<file path="config.mk">
export PLATFORM = sky130hd
export DESIGN_NAME = idu_top
export DESIGN_NICKNAME = d
export VERILOG_FILES = /design/src/hw/idu_ctrl_pkg.sv /design/src/hw/rv_isa_pkg.sv /design/src/hw/idu_alu_ctrl.sv /design/src/hw/idu_imm_gen.sv /design/src/hw/idu_opclass_decode.sv /design/src/hw/idu_side_ctrl.sv /design/src/hw/idu_top.sv
export SDC_FILE = /design/constraint.sdc
export NUM_CORES = 1
export LEC_CHECK = 0
export ABC_AREA = 1
export BUFFER_PORTS_ARGS = -buffer_cell sky130_fd_sc_hd__buf_2
export CAP_MARGIN = 10
export CORE_ASPECT_RATIO = 0.7
export CORE_MARGIN = 1
export CORE_UTILIZATION = 45
export CTS_CLUSTER_DIAMETER = 100
export CTS_CLUSTER_SIZE = 25
export DETAILED_ROUTE_END_ITERATION = 6
export PLACE_DENSITY = 0.85
export SETUP_SLACK_MARGIN = 0.4
export SLEW_MARGIN = 15
export SYNTH_ARGS = -nofsm -noshare
export SYNTH_HDL_FRONTEND = slang
export SYNTH_SLANG_ARGS = --single-unit
export TNS_END_PERCENT = 5
</file>
<file path="constraint.sdc">
create_clock -name i_clk -period 3.8 [get_ports i_clk]
set_clock_uncertainty 0.1 [all_clocks]
set_input_delay 0.57 -clock i_clk [delete_from_list [all_inputs] [get_ports i_clk]]
set_output_delay 0.57 -clock i_clk [all_outputs]
set_load 0.02 [all_outputs]
</file>
<file path="src/hw/idu_ctrl_pkg.sv">
// decode control package: encodings of the control fields handed to execute
`default_nettype none

package idu_ctrl_pkg;

  typedef enum logic [3:0] {
    CLS_LUI,
    CLS_AUIPC,
    CLS_JAL,
    CLS_JALR,
    CLS_BRANCH,
    CLS_LOAD,
    CLS_STORE,
    CLS_OP_IMM,
    CLS_OP_IMM32,
    CLS_OP,
    CLS_OP32,
    CLS_SYS_CSR,
    CLS_SYS_PRIV,   // ecall, ebreak, mret
    CLS_ILLEGAL
  } op_class_e;

  typedef enum logic [2:0] {
    IMM_I    = 3'b000,
    IMM_U    = 3'b001,
    IMM_S    = 3'b010,
    IMM_B    = 3'b011,
    IMM_J    = 3'b100,
    IMM_Z    = 3'b101,  // csr uimm
    IMM_NONE = 3'b111
  } imm_fmt_e;

  typedef enum logic [4:0] {
    ALU_ADD      = 5'b00000,
    ALU_SUB      = 5'b00001,
    ALU_SLT      = 5'b00010,
    ALU_SLTU     = 5'b00011,
    ALU_XOR      = 5'b00100,
    ALU_AND      = 5'b00101,
    ALU_OR       = 5'b00110,
    ALU_SLL      = 5'b00111,
    ALU_SRL      = 5'b01000,
    ALU_SRA      = 5'b01001,
    ALU_COPY_IMM = 5'b01111,
    ALU_NOP      = 5'b11111
  } alu_op_e;

  typedef enum logic {
    SRC1_RS1 = 1'b0,
    SRC1_PC  = 1'b1
  } alu_src1_e;

  typedef enum logic [1:0] {
    SRC2_RS2  = 2'b00,
    SRC2_IMM  = 2'b01,
    SRC2_FOUR = 2'b10   // return address pc+4
  } alu_src2_e;

  typedef enum logic [2:0] {
    BR_JAL, BR_JALR, BR_BEQ, BR_BNE, BR_BLT, BR_BGE, BR_BLTU, BR_BGEU
  } br_func_e;

  // stores reuse the signed codes
  typedef enum logic [2:0] {
    MEM_SB, MEM_UB, MEM_SH, MEM_UH, MEM_SW, MEM_UW, MEM_SD, MEM_NONE
  } mem_op_e;

endpackage

`default_nettype wire

</file>
<file path="src/hw/rv_isa_pkg.sv">
// rv64 isa package: instruction field layout, widths, major opcodes and fixed system words
`default_nettype none

package rv_isa_pkg;

  localparam int INST_WD     = 32;
  localparam int XLEN        = 64;  // data and immediate width
  localparam int GPR_ADDR_WD = 5;
  localparam int CSR_ADDR_WD = 12;
  localparam int OPCODE_WD   = 7;
  localparam int FUNCT3_WD   = 3;
  localparam int FUNCT7_WD   = 7;

  // field lsb positions
  localparam int RD_LSB     = 7;
  localparam int FUNCT3_LSB = 12;
  localparam int RS1_LSB    = 15;
  localparam int RS2_LSB    = 20;
  localparam int CSR_LSB    = 20;
  localparam int FUNCT7_LSB = 25;

  typedef enum logic [OPCODE_WD-1:0] {
    OPC_LUI      = 7'b0110111,
    OPC_AUIPC    = 7'b0010111,
    OPC_JAL      = 7'b1101111,
    OPC_JALR     = 7'b1100111,
    OPC_BRANCH   = 7'b1100011,
    OPC_LOAD     = 7'b0000011,
    OPC_STORE    = 7'b0100011,
    OPC_OP_IMM   = 7'b0010011,
    OPC_OP_IMM32 = 7'b0011011,
    OPC_OP       = 7'b0110011,
    OPC_OP32     = 7'b0111011,
    OPC_SYSTEM   = 7'b1110011
  } opcode_e;

  localparam logic [FUNCT7_WD-1:0] FUNCT7_BASE = 7'b0000000;
  localparam logic [FUNCT7_WD-1:0] FUNCT7_ALT  = 7'b0100000;  // sub, sra

  // zicsr subset
  localparam logic [FUNCT3_WD-1:0] F3_CSRRW  = 3'b001;
  localparam logic [FUNCT3_WD-1:0] F3_CSRRS  = 3'b010;
  localparam logic [FUNCT3_WD-1:0] F3_CSRRWI = 3'b101;

  localparam logic [INST_WD-1:0] INST_ECALL  = 32'h0000_0073;
  localparam logic [INST_WD-1:0] INST_EBREAK = 32'h0010_0073;
  localparam logic [INST_WD-1:0] INST_MRET   = 32'h3020_0073;

endpackage

`default_nettype wire

</file>
<file path="src/hw/idu_alu_ctrl.sv">
// alu control decoder: operation, operand sources and word truncation per class
`default_nettype none
`timescale 1ns/1ps

module idu_alu_ctrl
  import rv_isa_pkg::*;
  import idu_ctrl_pkg::*;
(
  input  op_class_e            i_class,
  input  logic [INST_WD-1:0]   i_inst,
  input  logic [FUNCT3_WD-1:0] i_funct3,
  input  logic [FUNCT7_WD-1:0] i_funct7,
  output alu_op_e              o_alu_op,
  output alu_src1_e            o_alu_src1_sel,
  output alu_src2_e            o_alu_src2_sel,
  output logic                 o_alu_word_cut_sel
);

  logic    reg_form;   // rs2 operand, funct7 fully meaningful
  logic    alt_op;
  alu_op_e funct_op;

  assign reg_form = (i_class == CLS_OP) || (i_class == CLS_OP32);
  // shift-imm keeps the arithmetic flag in bit 30 only
  assign alt_op   = reg_form ? (i_funct7 == FUNCT7_ALT) : i_inst[30];

  always_comb begin
    case (i_funct3)
      3'b000:  funct_op = (reg_form && alt_op) ? ALU_SUB : ALU_ADD;
      3'b001:  funct_op = ALU_SLL;
      3'b010:  funct_op = ALU_SLT;
      3'b011:  funct_op = ALU_SLTU;
      3'b100:  funct_op = ALU_XOR;
      3'b101:  funct_op = alt_op ? ALU_SRA : ALU_SRL;
      3'b110:  funct_op = ALU_OR;
      default: funct_op = ALU_AND;
    endcase
  end

  always_comb begin
    case (i_class)
      CLS_LUI:
        o_alu_op = ALU_COPY_IMM;
      CLS_AUIPC, CLS_JAL, CLS_JALR, CLS_LOAD, CLS_STORE:
        o_alu_op = ALU_ADD;   // address or pc sum
      CLS_OP, CLS_OP32, CLS_OP_IMM, CLS_OP_IMM32:
        o_alu_op = funct_op;
      default:
        o_alu_op = ALU_NOP;
    endcase
  end

  always_comb begin
    case (i_class)
      CLS_JAL, CLS_JALR:
        o_alu_src2_sel = SRC2_FOUR;
      CLS_LUI, CLS_AUIPC, CLS_LOAD, CLS_STORE, CLS_OP_IMM, CLS_OP_IMM32:
        o_alu_src2_sel = SRC2_IMM;
      CLS_SYS_CSR:
        o_alu_src2_sel = (i_funct3 == F3_CSRRWI) ? SRC2_IMM : SRC2_RS2;
      default:
        o_alu_src2_sel = SRC2_RS2;
    endcase
  end

  assign o_alu_src1_sel = (i_class inside {CLS_AUIPC, CLS_JAL, CLS_JALR}) ? SRC1_PC : SRC1_RS1;
  assign o_alu_word_cut_sel = (i_class == CLS_OP32) || (i_class == CLS_OP_IMM32);

endmodule

`default_nettype wire

</file>
<file path="src/hw/idu_imm_gen.sv">
// immediate generator: assembles and sign-extends the immediate of the given format
`default_nettype none
`timescale 1ns/1ps

module idu_imm_gen
  import rv_isa_pkg::*;
  import idu_ctrl_pkg::*;
(
  input  logic [INST_WD-1:0] i_inst,
  input  imm_fmt_e           i_imm_fmt,
  output logic [XLEN-1:0]    o_imm
);

  logic sign;

  assign sign = i_inst[INST_WD-1];

  always_comb begin
    case (i_imm_fmt)
      IMM_I:   o_imm = {{(XLEN-12){sign}}, i_inst[31:20]};
      IMM_U:   o_imm = {{(XLEN-32){sign}}, i_inst[31:12], 12'b0};
      IMM_S:   o_imm = {{(XLEN-12){sign}}, i_inst[31:25], i_inst[11:7]};
      IMM_B:   o_imm = {{(XLEN-12){sign}}, i_inst[7], i_inst[30:25], i_inst[11:8], 1'b0};
      IMM_J:   o_imm = {{(XLEN-20){sign}}, i_inst[19:12], i_inst[20], i_inst[30:21], 1'b0};
      // csrrwi takes the rs1 field as unsigned uimm
      IMM_Z:   o_imm = {{(XLEN-GPR_ADDR_WD){1'b0}}, i_inst[RS1_LSB +: GPR_ADDR_WD]};
      default: o_imm = '0;
    endcase
  end

endmodule

`default_nettype wire

</file>
<file path="src/hw/idu_opclass_decode.sv">
// opcode class decoder that maps the major opcode to a class and checks funct legality
`default_nettype none
`timescale 1ns/1ps

module idu_opclass_decode
  import rv_isa_pkg::*;
  import idu_ctrl_pkg::*;
(
  input  opcode_e              i_opcode,
  input  logic [FUNCT3_WD-1:0] i_funct3,
  input  logic [FUNCT7_WD-1:0] i_funct7,
  input  logic [INST_WD-1:0]   i_inst,
  output op_class_e            o_class,
  output imm_fmt_e             o_imm_fmt,
  output logic                 o_illegal
);

  op_class_e cls;
  logic      legal;
  logic      f7_base;
  logic      f7_alt;
  logic      shamt_ok;   // rv64 shift-imm keeps shamt[5] in bit 25
  logic      sys_word;

  assign f7_base  = (i_funct7 == FUNCT7_BASE);
  assign f7_alt   = (i_funct7 == FUNCT7_ALT);
  assign shamt_ok = (i_funct7[6:1] == FUNCT7_BASE[6:1]) || (i_funct7[6:1] == FUNCT7_ALT[6:1]);
  assign sys_word = (i_inst == INST_ECALL) || (i_inst == INST_EBREAK) || (i_inst == INST_MRET);

  always_comb begin
    case (i_opcode)
      OPC_LUI:      cls = CLS_LUI;
      OPC_AUIPC:    cls = CLS_AUIPC;
      OPC_JAL:      cls = CLS_JAL;
      OPC_JALR:     cls = CLS_JALR;
      OPC_BRANCH:   cls = CLS_BRANCH;
      OPC_LOAD:     cls = CLS_LOAD;
      OPC_STORE:    cls = CLS_STORE;
      OPC_OP_IMM:   cls = CLS_OP_IMM;
      OPC_OP_IMM32: cls = CLS_OP_IMM32;
      OPC_OP:       cls = CLS_OP;
      OPC_OP32:     cls = CLS_OP32;
      OPC_SYSTEM:   cls = (i_funct3 == 3'b000) ? CLS_SYS_PRIV : CLS_SYS_CSR;
      default:      cls = CLS_ILLEGAL;
    endcase
  end

  always_comb begin
    case (cls)
      CLS_LUI, CLS_AUIPC, CLS_JAL: legal = 1'b1;
      CLS_JALR:     legal = (i_funct3 == 3'b000);
      CLS_BRANCH:   legal = (i_funct3[2:1] != 2'b01);
      CLS_LOAD:     legal = (i_funct3 != 3'b111);
      CLS_STORE:    legal = !i_funct3[2];  // sb..sd
      CLS_OP_IMM:   legal = (i_funct3 == 3'b001) ? (i_funct7[6:1] == FUNCT7_BASE[6:1]) :
                            (i_funct3 == 3'b101) ? shamt_ok : 1'b1;
      CLS_OP_IMM32: legal = (i_funct3 == 3'b000) || (i_funct3 == 3'b001 && f7_base) ||
                            (i_funct3 == 3'b101 && (f7_base || f7_alt));
      CLS_OP:       legal = f7_base || (f7_alt && (i_funct3 == 3'b000 || i_funct3 == 3'b101));
      CLS_OP32:     legal = ((f7_base || f7_alt) && (i_funct3 == 3'b000 || i_funct3 == 3'b101)) ||
                            (f7_base && i_funct3 == 3'b001);
      CLS_SYS_CSR:  legal = (i_funct3 == F3_CSRRW) || (i_funct3 == F3_CSRRS) ||
                            (i_funct3 == F3_CSRRWI);
      CLS_SYS_PRIV: legal = sys_word;
      default:      legal = 1'b0;
    endcase
  end

  assign o_illegal = !legal || (i_inst == '0);
  assign o_class   = legal ? cls : CLS_ILLEGAL;

  always_comb begin
    case (o_class)
      CLS_LUI, CLS_AUIPC: o_imm_fmt = IMM_U;
      CLS_JAL:            o_imm_fmt = IMM_J;
      CLS_BRANCH:         o_imm_fmt = IMM_B;
      CLS_STORE:          o_imm_fmt = IMM_S;
      CLS_JALR, CLS_LOAD, CLS_OP_IMM, CLS_OP_IMM32: o_imm_fmt = IMM_I;
      CLS_SYS_CSR:        o_imm_fmt = (i_funct3 == F3_CSRRWI) ? IMM_Z : IMM_I;
      default:            o_imm_fmt = IMM_NONE;
    endcase
  end

  always_comb begin
    a_class_flag: assert ((o_class == CLS_ILLEGAL) == o_illegal)
      else $error("illegal flag and class disagree");
  end

endmodule

`default_nettype wire

</file>
<file path="src/hw/idu_side_ctrl.sv">
// side control decoder: branch, memory, register write, csr and system flags
`default_nettype none
`timescale 1ns/1ps

module idu_side_ctrl
  import rv_isa_pkg::*;
  import idu_ctrl_pkg::*;
(
  input  op_class_e              i_class,
  input  logic [FUNCT3_WD-1:0]   i_funct3,
  input  logic [GPR_ADDR_WD-1:0] i_rd,
  input  logic [GPR_ADDR_WD-1:0] i_rs1,
  input  logic [INST_WD-1:0]     i_inst,
  output logic                   o_bren,
  output br_func_e               o_brfunc,
  output logic                   o_mem_ren,
  output logic                   o_mem_wen,
  output mem_op_e                o_mem_op,
  output logic                   o_load_sel,
  output logic                   o_gpr_wen,
  output logic                   o_csr_inst_sel,
  output logic                   o_csr_ren,
  output logic                   o_csr_wen,
  output logic [FUNCT3_WD-1:0]   o_csr_op,
  output logic                   o_ecall_sel,
  output logic                   o_ebreak_sel,
  output logic                   o_mret_sel
);

  logic     is_priv;
  br_func_e cond_func;
  mem_op_e  width_op;

  assign is_priv = (i_class == CLS_SYS_PRIV);

  always_comb begin
    case (i_funct3)
      3'b000:  cond_func = BR_BEQ;
      3'b001:  cond_func = BR_BNE;
      3'b100:  cond_func = BR_BLT;
      3'b101:  cond_func = BR_BGE;
      3'b110:  cond_func = BR_BLTU;
      default: cond_func = BR_BGEU;
    endcase
  end

  always_comb begin
    case (i_class)
      CLS_JALR:   o_brfunc = BR_JALR;
      CLS_BRANCH: o_brfunc = cond_func;
      default:    o_brfunc = BR_JAL;  // idle code as well
    endcase
  end

  assign o_bren = (i_class inside {CLS_BRANCH, CLS_JAL, CLS_JALR});

  always_comb begin
    case (i_funct3)
      3'b000:  width_op = MEM_SB;
      3'b001:  width_op = MEM_SH;
      3'b010:  width_op = MEM_SW;
      3'b011:  width_op = MEM_SD;
      3'b100:  width_op = MEM_UB;
      3'b101:  width_op = MEM_UH;
      3'b110:  width_op = MEM_UW;
      default: width_op = MEM_NONE;
    endcase
  end

  assign o_mem_ren  = (i_class == CLS_LOAD);
  assign o_mem_wen  = (i_class == CLS_STORE);
  assign o_mem_op   = (o_mem_ren || o_mem_wen) ? width_op : MEM_NONE;
  assign o_load_sel = o_mem_ren;   // load-use stall hint
  assign o_gpr_wen  = !(i_class inside {CLS_BRANCH, CLS_STORE, CLS_SYS_PRIV, CLS_ILLEGAL});

  assign o_csr_inst_sel = (i_class == CLS_SYS_CSR);
  // csrrw to x0 has no read side effect, csrrs from x0 no write
  assign o_csr_ren = o_csr_inst_sel && !(i_funct3 == F3_CSRRW && i_rd == '0);
  assign o_csr_wen = o_csr_inst_sel && !(i_funct3 == F3_CSRRS && i_rs1 == '0);
  assign o_csr_op  = o_csr_inst_sel ? i_funct3 : '0;

  assign o_ecall_sel  = is_priv && (i_inst == INST_ECALL);
  assign o_ebreak_sel = is_priv && (i_inst == INST_EBREAK);
  assign o_mret_sel   = is_priv && (i_inst == INST_MRET);

  always_comb begin
    a_mem_excl: assert (!(o_mem_ren && o_mem_wen))
      else $error("load and store enables both set");
  end

endmodule

`default_nettype wire

</file>
<file path="src/hw/idu_top.sv">
// decode stage top: splits the instruction, runs the decoders and latches the result
`default_nettype none
`timescale 1ns/1ps

module idu_top
  import rv_isa_pkg::*;
  import idu_ctrl_pkg::*;
(
  input  logic                   i_clk,
  input  logic                   i_rst,
  input  logic [INST_WD-1:0]     i_inst,
  input  logic                   i_inst_valid,
  output logic                   o_valid,
  output logic [GPR_ADDR_WD-1:0] o_rs1,
  output logic [GPR_ADDR_WD-1:0] o_rs2,
  output logic [GPR_ADDR_WD-1:0] o_rd,
  output logic [CSR_ADDR_WD-1:0] o_csr,
  output logic [XLEN-1:0]        o_imm,
  output logic                   o_bren,
  output br_func_e               o_brfunc,
  output alu_src1_e              o_alu_src1_sel,
  output alu_src2_e              o_alu_src2_sel,
  output alu_op_e                o_alu_op,
  output logic                   o_alu_word_cut_sel,
  output logic                   o_gpr_wen,
  output logic                   o_csr_ren,
  output logic                   o_csr_wen,
  output logic                   o_mem_wen,
  output logic                   o_mem_ren,
  output mem_op_e                o_mem_op,
  output logic                   o_csr_inst_sel,  // rd gets csr data
  output logic                   o_load_sel,
  output logic [FUNCT3_WD-1:0]   o_csr_op,
  output logic                   o_ecall_sel,
  output logic                   o_ebreak_sel,
  output logic                   o_mret_sel,
  output logic                   o_invalid_inst_sel
);

  opcode_e              opcode;
  logic [FUNCT3_WD-1:0] funct3;
  logic [FUNCT7_WD-1:0] funct7;
  logic [GPR_ADDR_WD-1:0] rd;
  logic [GPR_ADDR_WD-1:0] rs1;
  op_class_e            op_class;
  imm_fmt_e             imm_fmt;
  logic                 illegal;
  logic [XLEN-1:0]      imm;
  alu_op_e              alu_op;
  alu_src1_e            src1_sel;
  alu_src2_e            src2_sel;
  logic                 word_cut;
  logic                 bren;
  br_func_e             brfunc;
  logic                 mem_ren;
  logic                 mem_wen;
  mem_op_e              mem_op;
  logic                 load_sel;
  logic                 gpr_wen;
  logic                 csr_inst_sel;
  logic                 csr_ren;
  logic                 csr_wen;
  logic [FUNCT3_WD-1:0] csr_op;
  logic                 ecall;
  logic                 ebreak;
  logic                 mret;

  assign opcode = opcode_e'(i_inst[OPCODE_WD-1:0]);
  assign funct3 = i_inst[FUNCT3_LSB +: FUNCT3_WD];
  assign funct7 = i_inst[FUNCT7_LSB +: FUNCT7_WD];
  assign rd     = i_inst[RD_LSB +: GPR_ADDR_WD];
  assign rs1    = i_inst[RS1_LSB +: GPR_ADDR_WD];

  idu_opclass_decode u_opclass (
    .i_opcode  (opcode),
    .i_funct3  (funct3),
    .i_funct7  (funct7),
    .i_inst    (i_inst),
    .o_class   (op_class),
    .o_imm_fmt (imm_fmt),
    .o_illegal (illegal)
  );

  idu_imm_gen u_imm_gen (
    .i_inst    (i_inst),
    .i_imm_fmt (imm_fmt),
    .o_imm     (imm)
  );

  idu_alu_ctrl u_alu_ctrl (
    .i_class            (op_class),
    .i_inst             (i_inst),
    .i_funct3           (funct3),
    .i_funct7           (funct7),
    .o_alu_op           (alu_op),
    .o_alu_src1_sel     (src1_sel),
    .o_alu_src2_sel     (src2_sel),
    .o_alu_word_cut_sel (word_cut)
  );

  idu_side_ctrl u_side_ctrl (
    .i_class        (op_class),
    .i_funct3       (funct3),
    .i_rd           (rd),
    .i_rs1          (rs1),
    .i_inst         (i_inst),
    .o_bren         (bren),
    .o_brfunc       (brfunc),
    .o_mem_ren      (mem_ren),
    .o_mem_wen      (mem_wen),
    .o_mem_op       (mem_op),
    .o_load_sel     (load_sel),
    .o_gpr_wen      (gpr_wen),
    .o_csr_inst_sel (csr_inst_sel),
    .o_csr_ren      (csr_ren),
    .o_csr_wen      (csr_wen),
    .o_csr_op       (csr_op),
    .o_ecall_sel    (ecall),
    .o_ebreak_sel   (ebreak),
    .o_mret_sel     (mret)
  );

  // decode-to-execute latch, enables qualified by the strobe
  always_ff @(posedge i_clk) begin
    if (i_rst) begin
      o_valid            <= 1'b0;
      o_gpr_wen          <= 1'b0;
      o_mem_ren          <= 1'b0;
      o_mem_wen          <= 1'b0;
      o_csr_ren          <= 1'b0;
      o_csr_wen          <= 1'b0;
      o_bren             <= 1'b0;
      o_load_sel         <= 1'b0;
      o_ecall_sel        <= 1'b0;
      o_ebreak_sel       <= 1'b0;
      o_mret_sel         <= 1'b0;
      o_invalid_inst_sel <= 1'b0;
    end else begin
      o_valid            <= i_inst_valid;
      o_gpr_wen          <= i_inst_valid & gpr_wen;
      o_mem_ren          <= i_inst_valid & mem_ren;
      o_mem_wen          <= i_inst_valid & mem_wen;
      o_csr_ren          <= i_inst_valid & csr_ren;
      o_csr_wen          <= i_inst_valid & csr_wen;
      o_bren             <= i_inst_valid & bren;
      o_load_sel         <= i_inst_valid & load_sel;
      o_ecall_sel        <= i_inst_valid & ecall;
      o_ebreak_sel       <= i_inst_valid & ebreak;
      o_mret_sel         <= i_inst_valid & mret;
      o_invalid_inst_sel <= i_inst_valid & illegal;
    end
  end

  // fields follow every cycle
  always_ff @(posedge i_clk) begin
    o_rs1              <= rs1;
    o_rs2              <= i_inst[RS2_LSB +: GPR_ADDR_WD];
    o_rd               <= rd;
    o_csr              <= i_inst[CSR_LSB +: CSR_ADDR_WD];
    o_imm              <= imm;
    o_brfunc           <= brfunc;
    o_alu_src1_sel     <= src1_sel;
    o_alu_src2_sel     <= src2_sel;
    o_alu_op           <= alu_op;
    o_alu_word_cut_sel <= word_cut;
    o_mem_op           <= mem_op;
    o_csr_inst_sel     <= csr_inst_sel;
    o_csr_op           <= csr_op;
  end

  a_valid_after_rst: assert property (@(posedge i_clk) i_rst |=> !o_valid)
    else $error("o_valid set in the cycle after reset");

  a_sys_onehot: assert property (@(posedge i_clk) disable iff (i_rst)
    $onehot0({o_ecall_sel, o_ebreak_sel, o_mret_sel}))
    else $error("more than one system flag raised");

endmodule

`default_nettype wire

</file>
==> flow_metrics.tcl <==
set metrics [dict create \
    slowest_delay_ps 540 \
    grt.busiest_layer "met2" \
    synthesis.area_mm2 0.00368 \
    crit_buf_inv 3 \
    io_buffers 156 \
    ys_warn_count 0 \
    cts_root_buf "clkbuf_16" \
    crit_top_cell "nand2_4" \
    clkTransAtPathRegs_ps 60 \
    crit_path_start_kind "input port" \
    combPwrFrac_pct 9.6 \
    ir_drop_mv 0.407 \
    place_ws_ps 1010 \
    critPathTopFamily "simple AND/OR/NAND/NOR gates" \
    endpoint_kind "flip-flop" \
    hold_class "in2reg" \
    power.internal_mw 1.65 \
    via_per_inst 4.88 \
    gp_routability_congestion 0.894 \
    worst-slew-pin-transition_ps 712 \
    syn_nets 495 \
    path_cells "buf_2, inv_2, nand2_4, nor2_8, nand4_4, nand2_4, inv_4, nand2_4, nor2_4, nor2_2, nand4_2, nand3_1" \
    grt_max_degree 34 \
    criticalPathCategory "in2reg" \
    use_met3_pct 6.30 \
    period_share_pct 64.4 \
    die_x_um 110 \
    ant_nets 0 \
    cts_resized 0 \
    worstPathMaxFanout 20 \
    cts_tree "done" \
    antenna_found_initial 0 \
    ys_seq_elements 84 \
    cts_sinks 84 \
    nets 618 \
    wire_per_inst_um 14.6 \
    clkPwrFrac_pct 47.7 \
    async_flop_share_pct 0 \
    synth.most_common_cell "nand2_1" \
    pwr-share-seq_pct 42.6 \
    syn_to_final_growth_pct 25.3 \
    numCtsBuffers 9 \
    vias 3360 \
    initial_utilization_pct 46.6 \
    cts_hold_buf 0 \
    fill_cells 737 \
    ctsLongestPathBuffers 2 \
    cts_htree_levels 3 \
    postPlaceCellArea_mm2 0.00425 \
    insertedDiodeCount 0 \
    status "finished, final reports clean" \
    p_switching_mw 0.499 \
    hold_viol_final 0 \
    die_h_um 77.7 \
    drtIter0Drc 252 \
    finalSetupViolations 0 \
    drive_gt1_share_pct 38.4 \
    slowest_stage "nand4_2" \
    grt_pass1_wl_um 15400 \
    min_period_ps 2450 \
    synth_cells 460 \
    synthTopCellsByCount "nand2_1 (102), dfxtp_1 (84), nor2_1 (56), inv_1 (45), nand3_1 (44)" \
    yosysSeqAreaShare_pct 45.7 \
    max_cap_viol_count 0 \
    dpl.hpwl_um 7900 \
    cts_setup_buffers 0 \
    final_cell_area_mm2 0.00461 \
    grt_usage_pct 23.8 \
    grt_use_met1_pct 33.4 \
    crit_arrival_ps 2600 \
    final.setup.tns_ps 0 \
    grt_use_met2_pct 35.9 \
    rsz0062_at_grt "no" \
    yosysTopAreaCell "dfxtp_1" \
    p_leak_nw 2.74 \
    max_freq_ghz 0.409 \
    relSlewSlack_pct 52.5 \
    grt_pass1_vias 2990 \
    dieArea_mm2 0.00855 \
    grt_overflow 0 \
    wirelength_um 10000 \
    drcViolationCount 0 \
    placeableCoreArea_mm2 0.00791 \
    synthFlopType "dfxtp_1" \
    ys_types 36 \
    yosys-top-cells-area "dfxtp_1 (46%), nand2_1 (10%), buf_4 (8.2%)" \
    row_count 27 \
    switching_share_pct 23.2 \
    synth.avg_cell_area_um2 8.00 \
    pin_count 157 \
    netlist.area_leader.share_pct 45.7 \
    drtPass1Iterations 5 \
    synth_edf_count 0 \
    maxSlewViolCount 0 \
    p_per_area_mw_per_mm2 465 \
    worst_ep_required_time_ps 3950 \
    final.setup.worst_slack_ps 1350 \
]
-- placed cells by master, fill, tap and decap left out, types with 3 or more instances in the layout --
cell,n
dfxtp_1,84
a21oi_1,4
nand3_1,44
nand2_1,102
nor2_4,5
nor2_1,56
inv_1,45
buf_2,156
bufinv_16,3
clkbuf_16,9
nor3_1,3
nand4_1,3
nand2_4,6
nand2_2,6
inv_4,3
nand4_2,3
inv_2,10
o21ai_0,5
o211ai_1,3
nand3_2,13
-- layout make-up --
class / instances / area [µm²] / share of cell area [%]
clock inverters: 5 / 108 / 2.33
inverters: 59 / 229 / 4.96
multi-input cells: 272 / 1430 / 30.9
clock buffers: 11 / 253 / 5.48
well taps: 101 / 126 / 2.74
flip-flops and latches: 84 / 1680 / 36.5
repair buffers: 157 / 788 / 17.1
-- power groups by stage --
stage | registers (mW) | logic (mW) | clock network (mW)
finish | 0.915 | 0.207 | 1.02
global route | 0.917 | 0.224 | 1.08
CTS | 0.915 | 0.206 | 1.04
detailed placement | 0.934 | 0.205 | 0
global placement | 0.934 | 0.203 | 0
floorplan | 0.969 | 0.101 | 0
-- state kept, by name, indices dropped and copies added, names as in the netlist, 2 cells and up --
name,flops
o_imm,32
o_alu_op,5
o_csr,12
o_brfunc,3
o_rs1,5
o_csr_op,3
o_rd,5
o_alu_src2_sel,2
o_mem_op,3
-- through the flow --
stage / power [mW] / hold slack [ps] / util, % / instances
finish: 2.15 / 250 / 58.4 / 689
global route: 2.22 / 237 / 58.4 / 689
CTS: 2.16 / 237 / 58.4 / 689
detailed placement: 1.14 / 592 / 53.8 / 673
global placement: 1.14 / 587 / 53.8 / 673
floorplan: 1.07 / 498 / - / 460
-- routing by layer --
| metal | vias up | share of wire (%) |
|---|---|---|
| met5 | - | 0 |
| met4 | 0 | 1.2 |
| met3 | 9 | 8.0 |
| met2 | 156 | 44 |
| met1 | 1544 | 47 |
| li1 | 1651 | - |
-- final timing paths --
kind / start / end / slack [ps] / depth (start not counted)
max: i_inst[2] / o_imm[19] / 1350 / 12
min: i_inst[7] / o_rd[0] / 250 / 1
-- kinds of logic after synthesis --
family          Yosys count  synth area share, %
flops                    84                 45.7
buf+inv                 104                 15.5
compound gates           21                 3.60
simple gates            251                 35.2
Note: power is estimated with default switching activity, not from simulation.
